File: src/hw/opc_pkg.sv
// #########################################################
// Constants, register-address union and instruction structs
// shared by the operand collector stage
// #########################################################
package opc_pkg;

    // #########################################################
    // Constants
    // #########################################################

    // Source operands carried by one instruction
    localparam int unsigned OPERANDS_PER_INST = 2;

    // Warps and per-warp register indexing
    localparam int unsigned NUM_WARPS = 4;
    localparam int unsigned WID_W     = 2;
    localparam int unsigned REG_IDX_W = 4;

    // Bank geometry
    localparam int unsigned NUM_BANKS   = 4;
    localparam int unsigned BANK_SEL_W  = 2;
    localparam int unsigned BANK_ADDR_W = 4;

    // One warp register
    localparam int unsigned DATA_W = 32;

    // Tag bits above the warp id
    localparam int unsigned SLOT_W = 3;

    // #########################################################
    // Types
    // #########################################################

    // Slot in the upper bits, warp id in the low WID_W bits
    typedef logic [SLOT_W+WID_W-1:0] tag_t;
    typedef logic [DATA_W-1:0]       data_t;

    // One register address seen two ways
    // Bank select is the low index bits, row is warp id plus upper index bits
    typedef union packed {
        struct packed {
            logic [WID_W-1:0]     wid;
            logic [REG_IDX_W-1:0] idx;
        } flat;
        struct packed {
            logic [BANK_ADDR_W-1:0] row;
            logic [BANK_SEL_W-1:0]  bank;
        } banked;
    } reg_addr_u;

    // Instruction from the dispatcher
    typedef struct packed {
        tag_t                                        tag;
        logic [REG_IDX_W-1:0]                        dst;
        logic [OPERANDS_PER_INST-1:0][REG_IDX_W-1:0] src;
    } disp_inst_t;

    // Instruction with operands, towards the execution units
    typedef struct packed {
        tag_t                           tag;
        logic [REG_IDX_W-1:0]           dst;
        data_t [OPERANDS_PER_INST-1:0]  operands;
    } opc_inst_t;

    // Write-back of a whole warp register
    typedef struct packed {
        logic [WID_W-1:0]     wid;
        logic [REG_IDX_W-1:0] dst;
        data_t                data;
    } wb_req_t;

    // Operand read request
    typedef struct packed {
        reg_addr_u addr;
    } rd_req_t;

endpackage

File: src/hw/register_bank.sv
`timescale 1ns/1ps
// #########################################################
// Single-port register bank
// Write-back has priority, reads are registered and tagged
// #########################################################
module register_bank import opc_pkg::*; #(
    parameter int unsigned BANK_ID = 0,
    parameter int unsigned PORT_W  = 3
) (
    input  logic                   clk_i,
    input  logic                   arst_n_i,
    input  logic                   wb_valid_i,
    input  wb_req_t                wb_req_i,
    output logic                   busy_o,
    input  logic                   rd_valid_i,
    input  logic [BANK_ADDR_W-1:0] rd_addr_i,
    input  logic [PORT_W-1:0]      rd_port_i,
    output logic                   rsp_valid_o,
    output logic [PORT_W-1:0]      rsp_port_o,
    output data_t                  rsp_data_o
);
    // Register file spread evenly over the banks
    localparam int unsigned ROWS = NUM_WARPS * (2 ** REG_IDX_W) / NUM_BANKS;

    data_t     mem [ROWS];
    reg_addr_u wb_addr;

    // Flat write address, decoded through the banked view below
    always_comb begin
        wb_addr.flat.wid = wb_req_i.wid;
        wb_addr.flat.idx = wb_req_i.dst;
    end

    // Write targets this bank
    assign busy_o = wb_valid_i && (wb_addr.banked.bank == BANK_SEL_W'(BANK_ID));

    // Storage, cleared to zero on reset
    always_ff @(posedge clk_i or negedge arst_n_i) begin
        if (!arst_n_i) begin
            for (int r = 0; r < ROWS; r++) begin
                mem[r] <= '0;
            end
        end else if (busy_o) begin
            mem[wb_addr.banked.row] <= wb_req_i.data;
        end
    end

    // Read response one cycle after the request
    always_ff @(posedge clk_i or negedge arst_n_i) begin
        if (!arst_n_i) begin
            rsp_valid_o <= 1'b0;
        end else begin
            rsp_valid_o <= rd_valid_i;
        end
    end

    // Port index rides along with the data
    always_ff @(posedge clk_i) begin
        if (rd_valid_i) begin
            rsp_port_o <= rd_port_i;
            rsp_data_o <= mem[rd_addr_i];
        end
    end

    // Crossbar must hold back reads while this bank writes
    rd_during_wr_a: assert property (@(posedge clk_i) disable iff (!arst_n_i)
        rd_valid_i |-> !busy_o)
        else $error("bank %0d took a read during a write", BANK_ID);

endmodule

File: src/hw/bank_read_crossbar.sv
`timescale 1ns/1ps
// #########################################################
// Per-bank round-robin read arbiters
// Return routing of bank read data to the request ports
// #########################################################
module bank_read_crossbar import opc_pkg::*; #(
    parameter  int unsigned NUM_COLLECTORS = 3,
    localparam int unsigned NUM_PORTS      = NUM_COLLECTORS * OPERANDS_PER_INST,
    localparam int unsigned PORT_W         = (NUM_PORTS > 1) ? $clog2(NUM_PORTS) : 1
) (
    input  logic                                  clk_i,
    input  logic                                  arst_n_i,
    // Collector side
    input  logic    [NUM_PORTS-1:0]               req_valid_i,
    input  rd_req_t [NUM_PORTS-1:0]               req_i,
    output logic    [NUM_PORTS-1:0]               grant_o,
    // Bank side
    input  logic [NUM_BANKS-1:0]                  bank_busy_i,
    output logic [NUM_BANKS-1:0]                  bank_rd_valid_o,
    output logic [NUM_BANKS-1:0][BANK_ADDR_W-1:0] bank_rd_addr_o,
    output logic [NUM_BANKS-1:0][PORT_W-1:0]      bank_rd_port_o,
    input  logic [NUM_BANKS-1:0]                  bank_rsp_valid_i,
    input  logic [NUM_BANKS-1:0][PORT_W-1:0]      bank_rsp_port_i,
    input  data_t [NUM_BANKS-1:0]                 bank_rsp_data_i,
    // Responses back to the collectors
    output logic  [NUM_PORTS-1:0]                 rsp_valid_o,
    output data_t [NUM_PORTS-1:0]                 rsp_data_o
);
    // Grant of each bank as seen by each port
    logic [NUM_PORTS-1:0][NUM_BANKS-1:0] port_grant;
    // Response of each bank as seen by each port
    logic [NUM_PORTS-1:0][NUM_BANKS-1:0] port_rsp;

    // #########################################################
    // Read arbiters, one per bank
    // #########################################################

    for (genvar b = 0; b < NUM_BANKS; b++) begin : gen_bank_arb
        logic [NUM_PORTS-1:0] hit;
        logic [PORT_W-1:0]    rr_ptr_q;
        logic [PORT_W-1:0]    winner;
        logic                 found;

        // Ports requesting this bank
        always_comb begin
            for (int p = 0; p < NUM_PORTS; p++) begin
                hit[p] = req_valid_i[p] && (req_i[p].addr.banked.bank == BANK_SEL_W'(b));
            end
        end

        // First requester at or after the pointer
        always_comb begin
            int unsigned idx;
            found  = 1'b0;
            winner = rr_ptr_q;
            for (int unsigned i = 0; i < NUM_PORTS; i++) begin
                idx = rr_ptr_q + i;
                if (idx >= NUM_PORTS) begin
                    idx = idx - NUM_PORTS;
                end
                if (!found && hit[idx]) begin
                    found  = 1'b1;
                    winner = PORT_W'(idx);
                end
            end
        end

        // A writing bank grants nothing, request stays pending
        assign bank_rd_valid_o[b] = found && !bank_busy_i[b];
        assign bank_rd_addr_o[b]  = req_i[winner].addr.banked.row;
        assign bank_rd_port_o[b]  = winner;

        // Pointer moves past the winner on a grant only
        always_ff @(posedge clk_i or negedge arst_n_i) begin
            if (!arst_n_i) begin
                rr_ptr_q <= '0;
            end else if (bank_rd_valid_o[b]) begin
                rr_ptr_q <= (winner == PORT_W'(NUM_PORTS - 1)) ? '0 : winner + 1'b1;
            end
        end
    end

    // #########################################################
    // Grant fan-out and response routing
    // #########################################################

    always_comb begin
        port_grant  = '0;
        port_rsp    = '0;
        rsp_valid_o = '0;
        rsp_data_o  = '0;
        for (int p = 0; p < NUM_PORTS; p++) begin
            for (int b = 0; b < NUM_BANKS; b++) begin
                port_grant[p][b] = bank_rd_valid_o[b] && (bank_rd_port_o[b] == PORT_W'(p));
                // Returned port index picks the destination
                port_rsp[p][b]   = bank_rsp_valid_i[b] && (bank_rsp_port_i[b] == PORT_W'(p));
                if (port_rsp[p][b]) begin
                    rsp_valid_o[p] = 1'b1;
                    rsp_data_o[p]  = bank_rsp_data_i[b];
                end
            end
            grant_o[p] = |port_grant[p];
        end
    end

    // One bank at most answers a port per cycle
    for (genvar p = 0; p < NUM_PORTS; p++) begin : gen_port_chk
        one_bank_a: assert property (@(posedge clk_i) disable iff (!arst_n_i)
            $onehot0(port_rsp[p]))
            else $error("port %0d served by several banks", p);
    end

endmodule

File: src/hw/operand_collector.sv
`timescale 1ns/1ps
// #########################################################
// Operand collector slot
// Holds one instruction, reads its operands, offers it out
// #########################################################
module operand_collector import opc_pkg::*; (
    input  logic                            clk_i,
    input  logic                            arst_n_i,
    // Insert from the dispatcher
    input  logic                            insert_valid_i,
    input  disp_inst_t                      inst_i,
    output logic                            idle_o,
    // Register reads
    output logic    [OPERANDS_PER_INST-1:0] rd_valid_o,
    output rd_req_t [OPERANDS_PER_INST-1:0] rd_req_o,
    input  logic    [OPERANDS_PER_INST-1:0] rd_grant_i,
    input  logic    [OPERANDS_PER_INST-1:0] rsp_valid_i,
    input  data_t   [OPERANDS_PER_INST-1:0] rsp_data_i,
    // Finished instruction
    output logic                            done_valid_o,
    output opc_inst_t                       done_inst_o,
    input  logic                            done_ready_i
);
    typedef enum logic [1:0] {
        ST_IDLE,
        ST_COLLECT,
        ST_DONE
    } state_e;

    state_e                         state_q;
    state_e                         state_d;
    // Operand still to be requested
    logic [OPERANDS_PER_INST-1:0]   req_pend_q;
    // Operand granted, data due next cycle
    logic [OPERANDS_PER_INST-1:0]   wait_rsp_q;
    logic [OPERANDS_PER_INST-1:0]   op_ready;
    disp_inst_t                     inst_q;
    data_t [OPERANDS_PER_INST-1:0]  operand_q;

    // Operand is in, or lands this cycle
    assign op_ready = ~req_pend_q & (~wait_rsp_q | rsp_valid_i);

    // #########################################################
    // Slot FSM
    // #########################################################

    always_comb begin
        state_d = state_q;
        case (state_q)
            ST_IDLE: begin
                if (insert_valid_i) begin
                    state_d = ST_COLLECT;
                end
            end
            ST_COLLECT: begin
                if (&op_ready) begin
                    state_d = ST_DONE;
                end
            end
            ST_DONE: begin
                if (done_ready_i) begin
                    state_d = ST_IDLE;
                end
            end
            default: state_d = ST_IDLE;
        endcase
    end

    always_ff @(posedge clk_i or negedge arst_n_i) begin
        if (!arst_n_i) begin
            state_q    <= ST_IDLE;
            req_pend_q <= '0;
            wait_rsp_q <= '0;
        end else begin
            state_q <= state_d;
            if (idle_o && insert_valid_i) begin
                req_pend_q <= '1;
                wait_rsp_q <= '0;
            end else begin
                // Request dropped once granted
                req_pend_q <= req_pend_q & ~(rd_valid_o & rd_grant_i);
                wait_rsp_q <= (wait_rsp_q & ~rsp_valid_i) | (rd_valid_o & rd_grant_i);
            end
        end
    end

    // Instruction and operand payload
    always_ff @(posedge clk_i) begin
        if (idle_o && insert_valid_i) begin
            inst_q <= inst_i;
        end
        for (int o = 0; o < OPERANDS_PER_INST; o++) begin
            if (rsp_valid_i[o]) begin
                operand_q[o] <= rsp_data_i[o];
            end
        end
    end

    // Operand address is the tag's warp id plus the source index
    always_comb begin
        for (int o = 0; o < OPERANDS_PER_INST; o++) begin
            rd_valid_o[o]             = (state_q == ST_COLLECT) && req_pend_q[o];
            rd_req_o[o].addr.flat.wid = inst_q.tag[WID_W-1:0];
            rd_req_o[o].addr.flat.idx = inst_q.src[o];
        end
    end

    assign idle_o       = (state_q == ST_IDLE);
    assign done_valid_o = (state_q == ST_DONE);
    assign done_inst_o  = '{tag: inst_q.tag, dst: inst_q.dst, operands: operand_q};

    // Data only comes back for a read granted the cycle before
    for (genvar o = 0; o < OPERANDS_PER_INST; o++) begin : gen_rsp_chk
        rsp_after_grant_a: assert property (@(posedge clk_i) disable iff (!arst_n_i)
            rsp_valid_i[o] |-> wait_rsp_q[o])
            else $error("operand %0d response without a grant", o);
    end

endmodule

File: src/hw/collector_output_arbiter.sv
`timescale 1ns/1ps
// #########################################################
// Round-robin selection of finished collectors
// onto the execution output
// #########################################################
module collector_output_arbiter import opc_pkg::*; #(
    parameter  int unsigned NUM_COLLECTORS = 3,
    localparam int unsigned SEL_W = (NUM_COLLECTORS > 1) ? $clog2(NUM_COLLECTORS) : 1
) (
    input  logic                                 clk_i,
    input  logic                                 arst_n_i,
    input  logic      [NUM_COLLECTORS-1:0]       in_valid_i,
    input  opc_inst_t [NUM_COLLECTORS-1:0]       in_inst_i,
    output logic      [NUM_COLLECTORS-1:0]       in_ready_o,
    output logic                                 out_valid_o,
    output opc_inst_t                            out_inst_o,
    input  logic                                 out_ready_i
);
    logic [SEL_W-1:0] rr_ptr_q;
    logic [SEL_W-1:0] sel_q;
    logic [SEL_W-1:0] sel;
    // Last cycle ended in a stall
    logic             hold_q;
    logic             found;

    // First valid collector at or after the pointer
    always_comb begin
        int unsigned idx;
        found = 1'b0;
        sel   = rr_ptr_q;
        for (int unsigned i = 0; i < NUM_COLLECTORS; i++) begin
            idx = rr_ptr_q + i;
            if (idx >= NUM_COLLECTORS) begin
                idx = idx - NUM_COLLECTORS;
            end
            if (!found && in_valid_i[idx]) begin
                found = 1'b1;
                sel   = SEL_W'(idx);
            end
        end
        // Stalled winner keeps the output
        if (hold_q) begin
            sel = sel_q;
        end
    end

    assign out_valid_o = in_valid_i[sel];
    assign out_inst_o  = in_inst_i[sel];

    always_comb begin
        in_ready_o      = '0;
        in_ready_o[sel] = out_valid_o && out_ready_i;
    end

    always_ff @(posedge clk_i or negedge arst_n_i) begin
        if (!arst_n_i) begin
            rr_ptr_q <= '0;
            sel_q    <= '0;
            hold_q   <= 1'b0;
        end else begin
            sel_q  <= sel;
            hold_q <= out_valid_o && !out_ready_i;
            if (out_valid_o && out_ready_i) begin
                rr_ptr_q <= (sel == SEL_W'(NUM_COLLECTORS - 1)) ? '0 : sel + 1'b1;
            end
        end
    end

    // Stalled output stays put until taken
    stall_stable_a: assert property (@(posedge clk_i) disable iff (!arst_n_i)
        out_valid_o && !out_ready_i |=> out_valid_o && $stable(out_inst_o))
        else $error("output changed while stalled");

endmodule

File: src/hw/register_opc_stage.sv
`timescale 1ns/1ps
// #########################################################
// Register file and operand collector stage, top level
// Insert selection, collector and bank arrays
// #########################################################
module register_opc_stage import opc_pkg::*; #(
    parameter int unsigned NUM_COLLECTORS = 3
) (
    input  logic       clk_i,
    input  logic       arst_n_i,
    // Dispatcher
    input  logic       disp_valid_i,
    input  disp_inst_t disp_inst_i,
    output logic       disp_ready_o,
    // Write-back from the execution units
    input  logic       wb_valid_i,
    input  wb_req_t    wb_req_i,
    // Execution output
    output logic       opc_valid_o,
    output opc_inst_t  opc_inst_o,
    input  logic       eu_ready_i
);
    localparam int unsigned NUM_PORTS = NUM_COLLECTORS * OPERANDS_PER_INST;
    localparam int unsigned PORT_W    = (NUM_PORTS > 1) ? $clog2(NUM_PORTS) : 1;

    // #########################################################
    // Signals
    // #########################################################

    // Collector side
    logic      [NUM_COLLECTORS-1:0] idle;
    logic      [NUM_COLLECTORS-1:0] insert_valid;
    logic      [NUM_COLLECTORS-1:0] done_valid;
    logic      [NUM_COLLECTORS-1:0] done_ready;
    opc_inst_t [NUM_COLLECTORS-1:0] done_inst;

    // Read ports, OPERANDS_PER_INST per collector
    logic    [NUM_PORTS-1:0] req_valid;
    rd_req_t [NUM_PORTS-1:0] req;
    logic    [NUM_PORTS-1:0] req_grant;
    logic    [NUM_PORTS-1:0] rsp_valid;
    data_t   [NUM_PORTS-1:0] rsp_data;

    // Bank side
    logic  [NUM_BANKS-1:0]                  bank_busy;
    logic  [NUM_BANKS-1:0]                  bank_rd_valid;
    logic  [NUM_BANKS-1:0][BANK_ADDR_W-1:0] bank_rd_addr;
    logic  [NUM_BANKS-1:0][PORT_W-1:0]      bank_rd_port;
    logic  [NUM_BANKS-1:0]                  bank_rsp_valid;
    logic  [NUM_BANKS-1:0][PORT_W-1:0]      bank_rsp_port;
    data_t [NUM_BANKS-1:0]                  bank_rsp_data;

    // #########################################################
    // Insert selection and collectors
    // #########################################################

    // Only the lowest idle collector sees the insert
    always_comb begin
        logic taken;
        taken        = 1'b0;
        insert_valid = '0;
        for (int c = 0; c < NUM_COLLECTORS; c++) begin
            if (idle[c] && !taken) begin
                insert_valid[c] = disp_valid_i;
                taken           = 1'b1;
            end
        end
    end

    assign disp_ready_o = |idle;

    for (genvar c = 0; c < NUM_COLLECTORS; c++) begin : gen_collectors
        operand_collector i_operand_collector (
            .clk_i          (clk_i),
            .arst_n_i       (arst_n_i),
            .insert_valid_i (insert_valid[c]),
            .inst_i         (disp_inst_i),
            .idle_o         (idle[c]),
            .rd_valid_o     (req_valid[c*OPERANDS_PER_INST +: OPERANDS_PER_INST]),
            .rd_req_o       (req[c*OPERANDS_PER_INST +: OPERANDS_PER_INST]),
            .rd_grant_i     (req_grant[c*OPERANDS_PER_INST +: OPERANDS_PER_INST]),
            .rsp_valid_i    (rsp_valid[c*OPERANDS_PER_INST +: OPERANDS_PER_INST]),
            .rsp_data_i     (rsp_data[c*OPERANDS_PER_INST +: OPERANDS_PER_INST]),
            .done_valid_o   (done_valid[c]),
            .done_inst_o    (done_inst[c]),
            .done_ready_i   (done_ready[c])
        );
    end

    // #########################################################
    // Read crossbar and banks
    // #########################################################

    bank_read_crossbar #(
        .NUM_COLLECTORS (NUM_COLLECTORS)
    ) i_bank_read_crossbar (
        .clk_i            (clk_i),
        .arst_n_i         (arst_n_i),
        .req_valid_i      (req_valid),
        .req_i            (req),
        .grant_o          (req_grant),
        .bank_busy_i      (bank_busy),
        .bank_rd_valid_o  (bank_rd_valid),
        .bank_rd_addr_o   (bank_rd_addr),
        .bank_rd_port_o   (bank_rd_port),
        .bank_rsp_valid_i (bank_rsp_valid),
        .bank_rsp_port_i  (bank_rsp_port),
        .bank_rsp_data_i  (bank_rsp_data),
        .rsp_valid_o      (rsp_valid),
        .rsp_data_o       (rsp_data)
    );

    // Every bank sees the write-back and claims its own
    for (genvar b = 0; b < NUM_BANKS; b++) begin : gen_banks
        register_bank #(
            .BANK_ID (b),
            .PORT_W  (PORT_W)
        ) i_register_bank (
            .clk_i       (clk_i),
            .arst_n_i    (arst_n_i),
            .wb_valid_i  (wb_valid_i),
            .wb_req_i    (wb_req_i),
            .busy_o      (bank_busy[b]),
            .rd_valid_i  (bank_rd_valid[b]),
            .rd_addr_i   (bank_rd_addr[b]),
            .rd_port_i   (bank_rd_port[b]),
            .rsp_valid_o (bank_rsp_valid[b]),
            .rsp_port_o  (bank_rsp_port[b]),
            .rsp_data_o  (bank_rsp_data[b])
        );
    end

    // #########################################################
    // Execution output
    // #########################################################

    collector_output_arbiter #(
        .NUM_COLLECTORS (NUM_COLLECTORS)
    ) i_collector_output_arbiter (
        .clk_i       (clk_i),
        .arst_n_i    (arst_n_i),
        .in_valid_i  (done_valid),
        .in_inst_i   (done_inst),
        .in_ready_o  (done_ready),
        .out_valid_o (opc_valid_o),
        .out_inst_o  (opc_inst_o),
        .out_ready_i (eu_ready_i)
    );

endmodule

File: config.mk
export PLATFORM = sky130hd
export DESIGN_NAME = register_opc_stage
export DESIGN_NICKNAME = d
export VERILOG_FILES = /design/src/hw/opc_pkg.sv /design/src/hw/register_bank.sv /design/src/hw/bank_read_crossbar.sv /design/src/hw/operand_collector.sv /design/src/hw/collector_output_arbiter.sv /design/src/hw/register_opc_stage.sv
export SDC_FILE = /design/constraint.sdc
export NUM_CORES = 2
export LEC_CHECK = 0
export BUFFER_PORTS_ARGS = -buffer_cell sky130_fd_sc_hd__buf_2
export CAP_MARGIN = 20
export CELL_PAD_IN_SITES_DETAIL_PLACEMENT = 0
export CELL_PAD_IN_SITES_GLOBAL_PLACEMENT = 1
export CORE_AREA = 4 4 389 678
export CTS_CLUSTER_DIAMETER = 50
export DETAILED_ROUTE_END_ITERATION = 10
export DIE_AREA = 0 0 393 682
export GPL_TIMING_DRIVEN = 1
export PLACE_DENSITY = 0.73
export SETUP_SLACK_MARGIN = 0.4
export SYNTH_ARGS = -nofsm -noshare
export SYNTH_HDL_FRONTEND = slang
export SYNTH_SLANG_ARGS = --single-unit
File: constraint.sdc
create_clock -name clk_i -period 5.6 [get_ports clk_i]
set_input_delay 0 -clock clk_i [delete_from_list [all_inputs] [get_ports clk_i]]
set_output_delay 0 -clock clk_i [all_outputs]
set_load 0.01 [all_outputs]
# --- After elaboration in Yosys (flattened, before gate mapping) ---
# Index checks and enable logic that the tools add are counted.
word_totals:
  ff_bits: 2470
  latchBits: 0
  ramBits: 0
  rom_bits: 0
  input_bits: 60
  n_memories: 0
classes:
  addsub: 54
  n_mul: 0
  n_div: 0
  n_lt_le_gt_ge: 66
  eq_ne: 77
  shift: 0
  n_mux: 243
  bitwise: 36
  n_reduce_logical: 177
op_table:
  columns: ["op", "n"]
  rows:
  - ["$bwmux 512", 4]
  - ["$mux 32", 60]
  - ["$lt 32x4->1 const B", 24]
  - ["$ge 32x3->1 const B", 20]
  - ["$sub 32x3->32 const B", 20]
  - ["$bmux 32 s4", 4]
  - ["$bmux 73 s2", 1]
  - ["$demux 32 s4", 1]
  - ["$logic_and 1x1->1", 117]
  - ["$lt 32x3->1 const B", 3]
  - ["$mux 1", 84]
  - ["$mux 3", 28]
  - ["$mux 73", 1]
  - ["$bmux 1 s3", 24]
  - ["$bmux 6 s3", 4]
  - ["$ge 32x2->1 const B", 2]
  - ["$sub 32x2->32 const B", 2]
  - ["$eq 3x2->1 const B", 16]
  - ["$eq 3x3->1 const B", 16]
  - ["$mux 2", 20]
  - ["$eq 2x2->1 const B", 18]
  - ["$add 3x2->4 const B", 8]
  - ["$add 3x3->4 const B", 8]
  - ["$logic_not 1->1", 29]
  - ["33 further kinds", 139]

# --- Longest topological paths before layout ---
logic_depth:
  ltp_word: 28
  ltp_mapped: 23
  mapped_depth_nobuf: 17

# --- Cells and area by module ---
# From an unflattened synthesis, not the netlist that was laid out.
hier_totals:
  cells_unflattened: 8430
  hier_area_um2: 119766.1
by_module_without_submodules:
  columns: ["mod", "instances", "cells_per_inst", "area_per_inst_um2", "seq_area_each_um2"]
  rows:
  - ["register_bank at gen_banks[1].i_register_bank ...", 2, 1442, 24374.6, 13888.3]
  - ["register_bank at gen_banks[3].i_register_bank", 1, 1442, 24451.0, 13888.3]
  - ["register_bank at gen_banks[0].i_register_bank", 1, 1442, 23950.5, 13888.3]
  - ["bank_read_crossbar", 1, 1906, 11362.1, 300.3]
  - ["operand_collector", 3, 115, 2760.1, 2582.5]
  - ["collector_output_arbiter", 1, 407, 2937.8, 125.1]
  - ["register_opc_stage", 1, 4, 35.0, 0.0]

# --- Worst setup path before layout ---
# Ideal clock, no wire load.
synth_path:
  kind: "register to register"
  start: "register i_bank_read_crossbar.gen_bank_arb[0].rr_ptr_q[1]"
  end: "register gen_banks[0].i_register_bank.rsp_data_o[3], data pin"
  setup_ns: 0.265
  arrival_time_ns: 5.031
  t_required_ns: 5.335
  setup_slack_ns: 0.303
  path_stages_with_launch: 19
  period_less_slack_ns: 5.297
  path_cell_list: "dfrtp_1 > clkbuf_1 > inv_1 > ha_1 > clkbuf_1 > o22ai_1 > mux4_2 > o2bb2ai_2 > or3_1 > or4_4 > o21a_2 > o21ai_4 > nor3_1 > nor3_2 > buf_2 > buf_2 > mux2i_1 > o221ai_1 > or3_1"
synth_via:
  elab_chain_cells: 26
  elab_cells_between_ends: 62
  classes_between: "11 x add/sub; 6 x order compare; 34 x mux; 1 x bitwise; 10 x reduce/logical"
synth_rtl:
  columns: ["item", "line_no", "text"]
  rows:
  - ["start, declared", "bank_read_crossbar.sv:40", "logic [PORT_W-1:0] rr_ptr_q;"]
  - ["start signal, assigned", "bank_read_crossbar.sv:78", "rr_ptr_q <= (winner == PORT_W'(NUM_PORTS - 1)) ? '0 : winner + 1'b1;"]
  - ["parallel branches: the longest is 19 deep, another holds $sub 32x3->32", null, null]
  - ["$mux 3 (*)", "bank_read_crossbar.sv:61", "if (!found && hit[idx]) begin"]
  - ["$bmux 6 s3 (*)", "bank_read_crossbar.sv:70", "assign bank_rd_addr_o[b] = req_i[winner].addr.banked.row;"]
  - ["$mux 6 (implied by the code) (*)", "bank_read_crossbar.sv:70", null]
  - ["$not 4->5 (implied by the code) (*)", "register_bank.sv:61", "rsp_data_o <= mem[rd_addr_i];"]
  - ["$bmux 32 s4 (*)", "register_bank.sv:61", null]
  - ["$mux 32 (implied by the code) (*) (2 in a row)", "register_bank.sv:61", null]
  - ["end signal, assigned", "register_bank.sv:61", null]
  - ["end, declared", "register_bank.sv:20", "output data_t rsp_data_o"]
# Mark *: on every way between the ends. The select of a mux whose other input is x is not followed.
# A chain may end at the register's enable or synchronous reset.

==> metrics.txt <==
# TYPE chip_impl_metric gauge
chip_impl_metric{name="fin_worst_skew",unit="ns"} 0.05784
chip_impl_metric{name="ys_warn_count",unit=""} 0
chip_impl_metric{name="postSynth.asyncResetShare",unit="%"} 84.49
chip_impl_metric{name="core-area",unit="mm^2"} 0.2584
chip_impl_metric{name="routed_wire_length_per_instance",unit="um"} 29.70
chip_impl_metric{name="syn_area_per_cell",unit="um^2"} 11.89
chip_impl_metric{name="seqCellArea",unit="mm^2"} 0.06374
chip_impl_metric{name="floorplan.die.height",unit="um"} 682
chip_impl_info{name="postSynth.topFlopCell",value="dfrtp_1"} 1
chip_impl_metric{name="post-route-util",unit="%"} 54.45
chip_impl_metric{name="drt.antenna.violating_nets",unit=""} 0
chip_impl_info{name="worstSetupEndpointType",value="flip-flop"} 1
chip_impl_metric{name="dp_hpwl",unit="mm"} 260.2
chip_impl_metric{name="final.hold.worst_slack",unit="ns"} -0.02767
chip_impl_metric{name="fin_area",unit="mm^2"} 0.1407
chip_impl_metric{name="detailroute.wirelength.met2",unit="mm"} 208.0
chip_impl_metric{name="route.detailed.drc",unit=""} 0
chip_impl_info{name="cts-root-buf",value="clkbuf_16"} 1
chip_impl_metric{name="route.final.wire_length",unit="mm"} 416.9
chip_impl_metric{name="filler_cell_count",unit=""} 21610
chip_impl_info{name="violations_in_the_final_reports",value="negative hold slack"} 1
chip_impl_metric{name="numPlacedInstances",unit=""} 13410
chip_impl_info{name="min-delay-path-class",value="input port to asynchronous set/reset pin"} 1
chip_impl_metric{name="maximum_number_of_pins_on_one_net_before_global_route_repair",unit=""} 195
chip_impl_metric{name="final_hold_viol_count",unit=""} 6
chip_impl_metric{name="wirelength_met1",unit="mm"} 150.6
chip_impl_metric{name="postSynthRegisterBits",unit=""} 2470
chip_impl_metric{name="fp.dieArea",unit="mm^2"} 0.2680
chip_impl_metric{name="dr.first_iter.drc_count",unit=""} 6918
chip_impl_metric{name="groute.usage.overall",unit="%"} 30.42
chip_impl_metric{name="antenna_found_initial",unit=""} 24
chip_impl_metric{name="finalNetCount",unit=""} 10580
chip_impl_metric{name="non_filler_cells_in_the_finished_layout",unit=""} 14040
chip_impl_info{name="timing_worst_setup_path_type",value="flip-flop to flip-flop"} 1
chip_impl_metric{name="grt_first_pass_wirelength",unit="mm"} 602.8
chip_impl_info{name="worstReg2RegEnd",value="gen_banks[0].i_register_bank.rsp_data_o[24]"} 1
chip_impl_metric{name="cts.clk_slew.worst_paths",unit="ns"} 0.07
chip_impl_metric{name="worstMarginPinSlew",unit="ns"} 1.351
chip_impl_metric{name="tritoncts_num_sinks",unit=""} 2470
chip_impl_metric{name="area.growth.synth_to_final",unit="%"} 16.36
chip_impl_metric{name="synth_cell_types",unit=""} 104
chip_impl_info{name="status",value="complete, but fails checks"} 1
chip_impl_metric{name="initial_core_util",unit="%"} 46.80
chip_impl_metric{name="port_buffers",unit=""} 134
chip_impl_metric{name="cts_max_level",unit=""} 4
chip_impl_metric{name="area_of_placed_instances",unit="mm^2"} 0.1287
chip_impl_metric{name="final.setup.tns",unit="ns"} 0
chip_impl_metric{name="r2r.worst_path.cells",unit=""} 20
chip_impl_metric{name="pin_count",unit=""} 135
chip_impl_info{name="critical_path_start",value="i_bank_read_crossbar.gen_bank_arb[0].rr_ptr_q[2]"} 1
chip_impl_info{name="startpoint_type",value="flip-flop"} 1
chip_impl_metric{name="grt_pass1_vias",unit=""} 89460
chip_impl_metric{name="vias",unit=""} 86730
chip_impl_metric{name="synth_cells",unit=""} 10170
chip_impl_metric{name="post_drt_via_cell_ratio",unit=""} 6.179
chip_impl_metric{name="fmax",unit="MHz"} 191.4
chip_impl_metric{name="number_of_enable_type_register_cells_in_the_synthesized_netlist",unit=""} 383
chip_impl_metric{name="part_of_the_yosys_area_used_for_sequential_elements",unit="%"} 52.70
chip_impl_metric{name="critPathMaxFanout",unit=""} 8
chip_impl_metric{name="worst-endpoint-required",unit="ns"} 6.22
chip_impl_info{name="highest_layer",value="met5"} 1
chip_impl_metric{name="timing.final.setup_violations",unit=""} 0
chip_impl_metric{name="gp_congestion",unit=""} 0.9912
chip_impl_metric{name="finalWorstPathRequiredPeriod",unit="ns"} 5.224
chip_impl_info{name="regToRegStartpoint",value="i_bank_read_crossbar.gen_bank_arb[0].rr_ptr_q[2]"} 1
chip_impl_metric{name="rows",unit=""} 247
chip_impl_metric{name="die_w",unit="um"} 393
chip_impl_metric{name="syn-cell-area",unit="mm^2"} 0.1209
chip_impl_info{name="rsz0062_at_grt",value="yes"} 1
chip_impl_metric{name="slew_headroom",unit="%"} 8.958
chip_impl_metric{name="clock_insertion_delay_worst_skew",unit="ns"} 0.92
chip_impl_metric{name="r2r_setup_slack",unit="ns"} 0.38
chip_impl_metric{name="first_pass_iters",unit=""} 6
chip_impl_metric{name="min_period_over_period",unit="%"} 93.28
chip_impl_metric{name="met3WireLength",unit="mm"} 25.39
chip_impl_metric{name="slew_viol_final",unit=""} 0
chip_impl_info{name="cts_tree",value="built"} 1
chip_impl_metric{name="post_route_cells_drive_above_1_share",unit="%"} 36.40
chip_impl_metric{name="multi_input_comb_area",unit="mm^2"} 0.05525
chip_impl_metric{name="cts_max_path_buffers",unit=""} 4
chip_impl_metric{name="mapped_nets",unit=""} 10270
chip_impl_metric{name="max_cap_viol_count",unit=""} 0
chip_impl_metric{name="cts_bufs_inserted",unit=""} 230
chip_impl_metric{name="globalRoute.totalOverflow",unit=""} 0
chip_impl_metric{name="timing.critical_path.arrival",unit="ns"} 5.84
==> how the worst max path moves through the flow <==
stage / cells after the start / to / slack, ns
floorplan: 19 / gen_banks[0].i_register_bank.rsp_data_o[3] / 0.41
detailed placement: 18 / gen_banks[1].i_register_bank.rsp_data_o[18] / -0.29
CTS: 20 / gen_banks[1].i_register_bank.rsp_data_o[18] / 0.31
global placement: 19 / gen_banks[2].i_register_bank.rsp_data_o[31] / -0.42
global route: 20 / gen_banks[0].i_register_bank.rsp_data_o[25] / 0.33
finish: 20 / gen_banks[0].i_register_bank.rsp_data_o[24] / 0.38
==> state kept, by name, indices dropped and copies added (netlist names) <==
| register | count |
|---|---|
| gen_collectors.i_operand_collector.req_pend_q | 6 |
| gen_banks.i_register_bank.mem | 2048 |
| i_bank_read_crossbar.gen_bank_arb.rr_ptr_q | 12 |
| gen_collectors.i_operand_collector.rd_req_o | 24 |
| gen_collectors.i_operand_collector.state_q | 6 |
| gen_banks.i_register_bank.rsp_valid_o | 4 |
| gen_banks.i_register_bank.rsp_data_o | 128 |
| i_collector_output_arbiter.hold_q | 1 |
| gen_banks.i_register_bank.rsp_port_o | 12 |
| i_collector_output_arbiter.rr_ptr_q | 2 |
| gen_collectors.i_operand_collector.wait_rsp_q | 6 |
| i_collector_output_arbiter.sel_q | 2 |
| gen_collectors.i_operand_collector.done_inst_o | 219 |
==> what timing repair did <==
action,in CTS,in global routing
hold buffers,71,0
hold endpoints to repair,1578,0
cloned,10,14
setup endpoints to repair,120,124
resized for setup,154,255
pin swaps,20,64
setup buffers,33,65
==> through the flow <==
stage | setup slack, ns | hold slack [ns]
floorplan | 0.4114 | -0.2956
global placement | -0.4218 | 0.1076
detailed placement | -0.2950 | 0.1136
CTS | 0.3129 | 0.004825
global route | 0.3279 | 0.03384
finish | 0.3762 | -0.02767
==> cell usage in the layout (no fill, tap or decap), types with 36 or more instances in the layout <==
master / instances
mux2_2: 2096
dfrtp_1: 2077
nand2_1: 1111
mux2i_1: 679
buf_4: 638
a21oi_1: 428
edfxtp_1: 383
o21ai_0: 366
nand3_1: 347
clkbuf_16: 251
nor2_1: 153
buf_2: 134
a211oi_1: 128
nor2b_1: 112
a32o_1: 97
a22oi_1: 95
buf_12: 90
o22ai_1: 76
dlygate4sd3_1: 70
clkbuf_1: 49
nor3_1: 48
or3_1: 42
and3_1: 42
clkinv_2: 42
nand2_2: 40
buf_6: 38
mux4_2: 37
inv_1: 36
==> Yosys cell counts, types with 14 or more instances <==
cell	instances	area, um^2
nor3_1	63	315.3
o32ai_1	35	306.5
mux4_2	37	833.3
edfxtp_1	383	11500
a2111oi_2	29	435.4
buf_6	23	259.0
dfrtp_1	2087	52230
o21ai_0	376	1882
o211ai_1	18	135.1
nand2_1	1152	4324
a32o_1	97	970.9
o22ai_1	83	519.3
mux2i_1	688	6887
and2_1	19	118.9
inv_1	47	176.4
nand4_1	22	137.6
nor3b_1	14	105.1
nor4_1	42	262.8
nor2b_1	115	719.4
a32oi_1	38	332.8
and3_1	46	287.8
nand3_1	349	1747
nand3b_1	15	112.6
or3_1	48	300.3
buf_2	104	520.5
a211oi_1	147	1104
nand2b_1	30	187.7
a21oi_1	447	2237
clkbuf_1	572	2147
a22oi_1	108	810.8
a21o_1	19	142.6
buf_1	205	769.5
buf_4	28	210.2
o221ai_1	35	306.5
nor2_1	196	735.7
ha_1	43	538.0
mux2_2	2097	23610
a2bb2oi_1	35	306.5
xnor2_1	26	227.7
a31oi_1	16	100.1
==> critical path: stages (launching register included) <==
cell and delay, ns:
dfrtp_2 0.46, buf_12 0.15, ha_4 0.17, buf_4 0.17, a21oi_1 0.25, xnor2_1 0.19
o311ai_0 0.67, o31a_1 0.39, o21a_4 0.21, o21ai_4 0.06, buf_4 0.16, inv_4 0.10
nor2_1 0.08, o311ai_4 0.52, buf_4 0.22, inv_2 0.04, o211ai_1 0.13, clkbuf_16 0.24
clkbuf_16 0.22, o221ai_2 0.14, or3_1 0.36
==> per-layer routing <==
metal | vias to the layer above | global-route usage, %
li1 | 37570 | -
met5 | - | 0
met2 | 3081 | 53.08
met3 | 1226 | 5.382
met4 | 12 | 19.73
met1 | 44840 | 34.07
==> cell type report <==
cell class                 instances  share of cell area, %
antenna                           10                0.01779
clock buffer                     321                  4.689
clock inverter                    97                 0.8031
inverter                          50                 0.1414
multi-input combinational       6711                  39.27
sequential                      2470                  45.30
tap                             3361                  2.989
timing repair buffer            1016                  6.786
==> logic make-up (layout without fill, tap and decap cells) <==
logic type	after synthesis	count (layout)	synth area share, %
XOR/XNOR	34	34	0.2587
adder cells (fa/ha/maj)	43	43	0.4450
AO/OA/AOI/OAI	1622	1622	8.950
flip-flops	2470	2470	52.70
other	0	10	0
buffers and inverters	984	1484	3.400
AND/OR/NAND/NOR	2190	2190	8.326
multiplexers	2822	2822	25.91
Power is left out: the tool's default activity adds up to more than one toggle a clock period on the data nets, which glitch-free logic cannot reach.
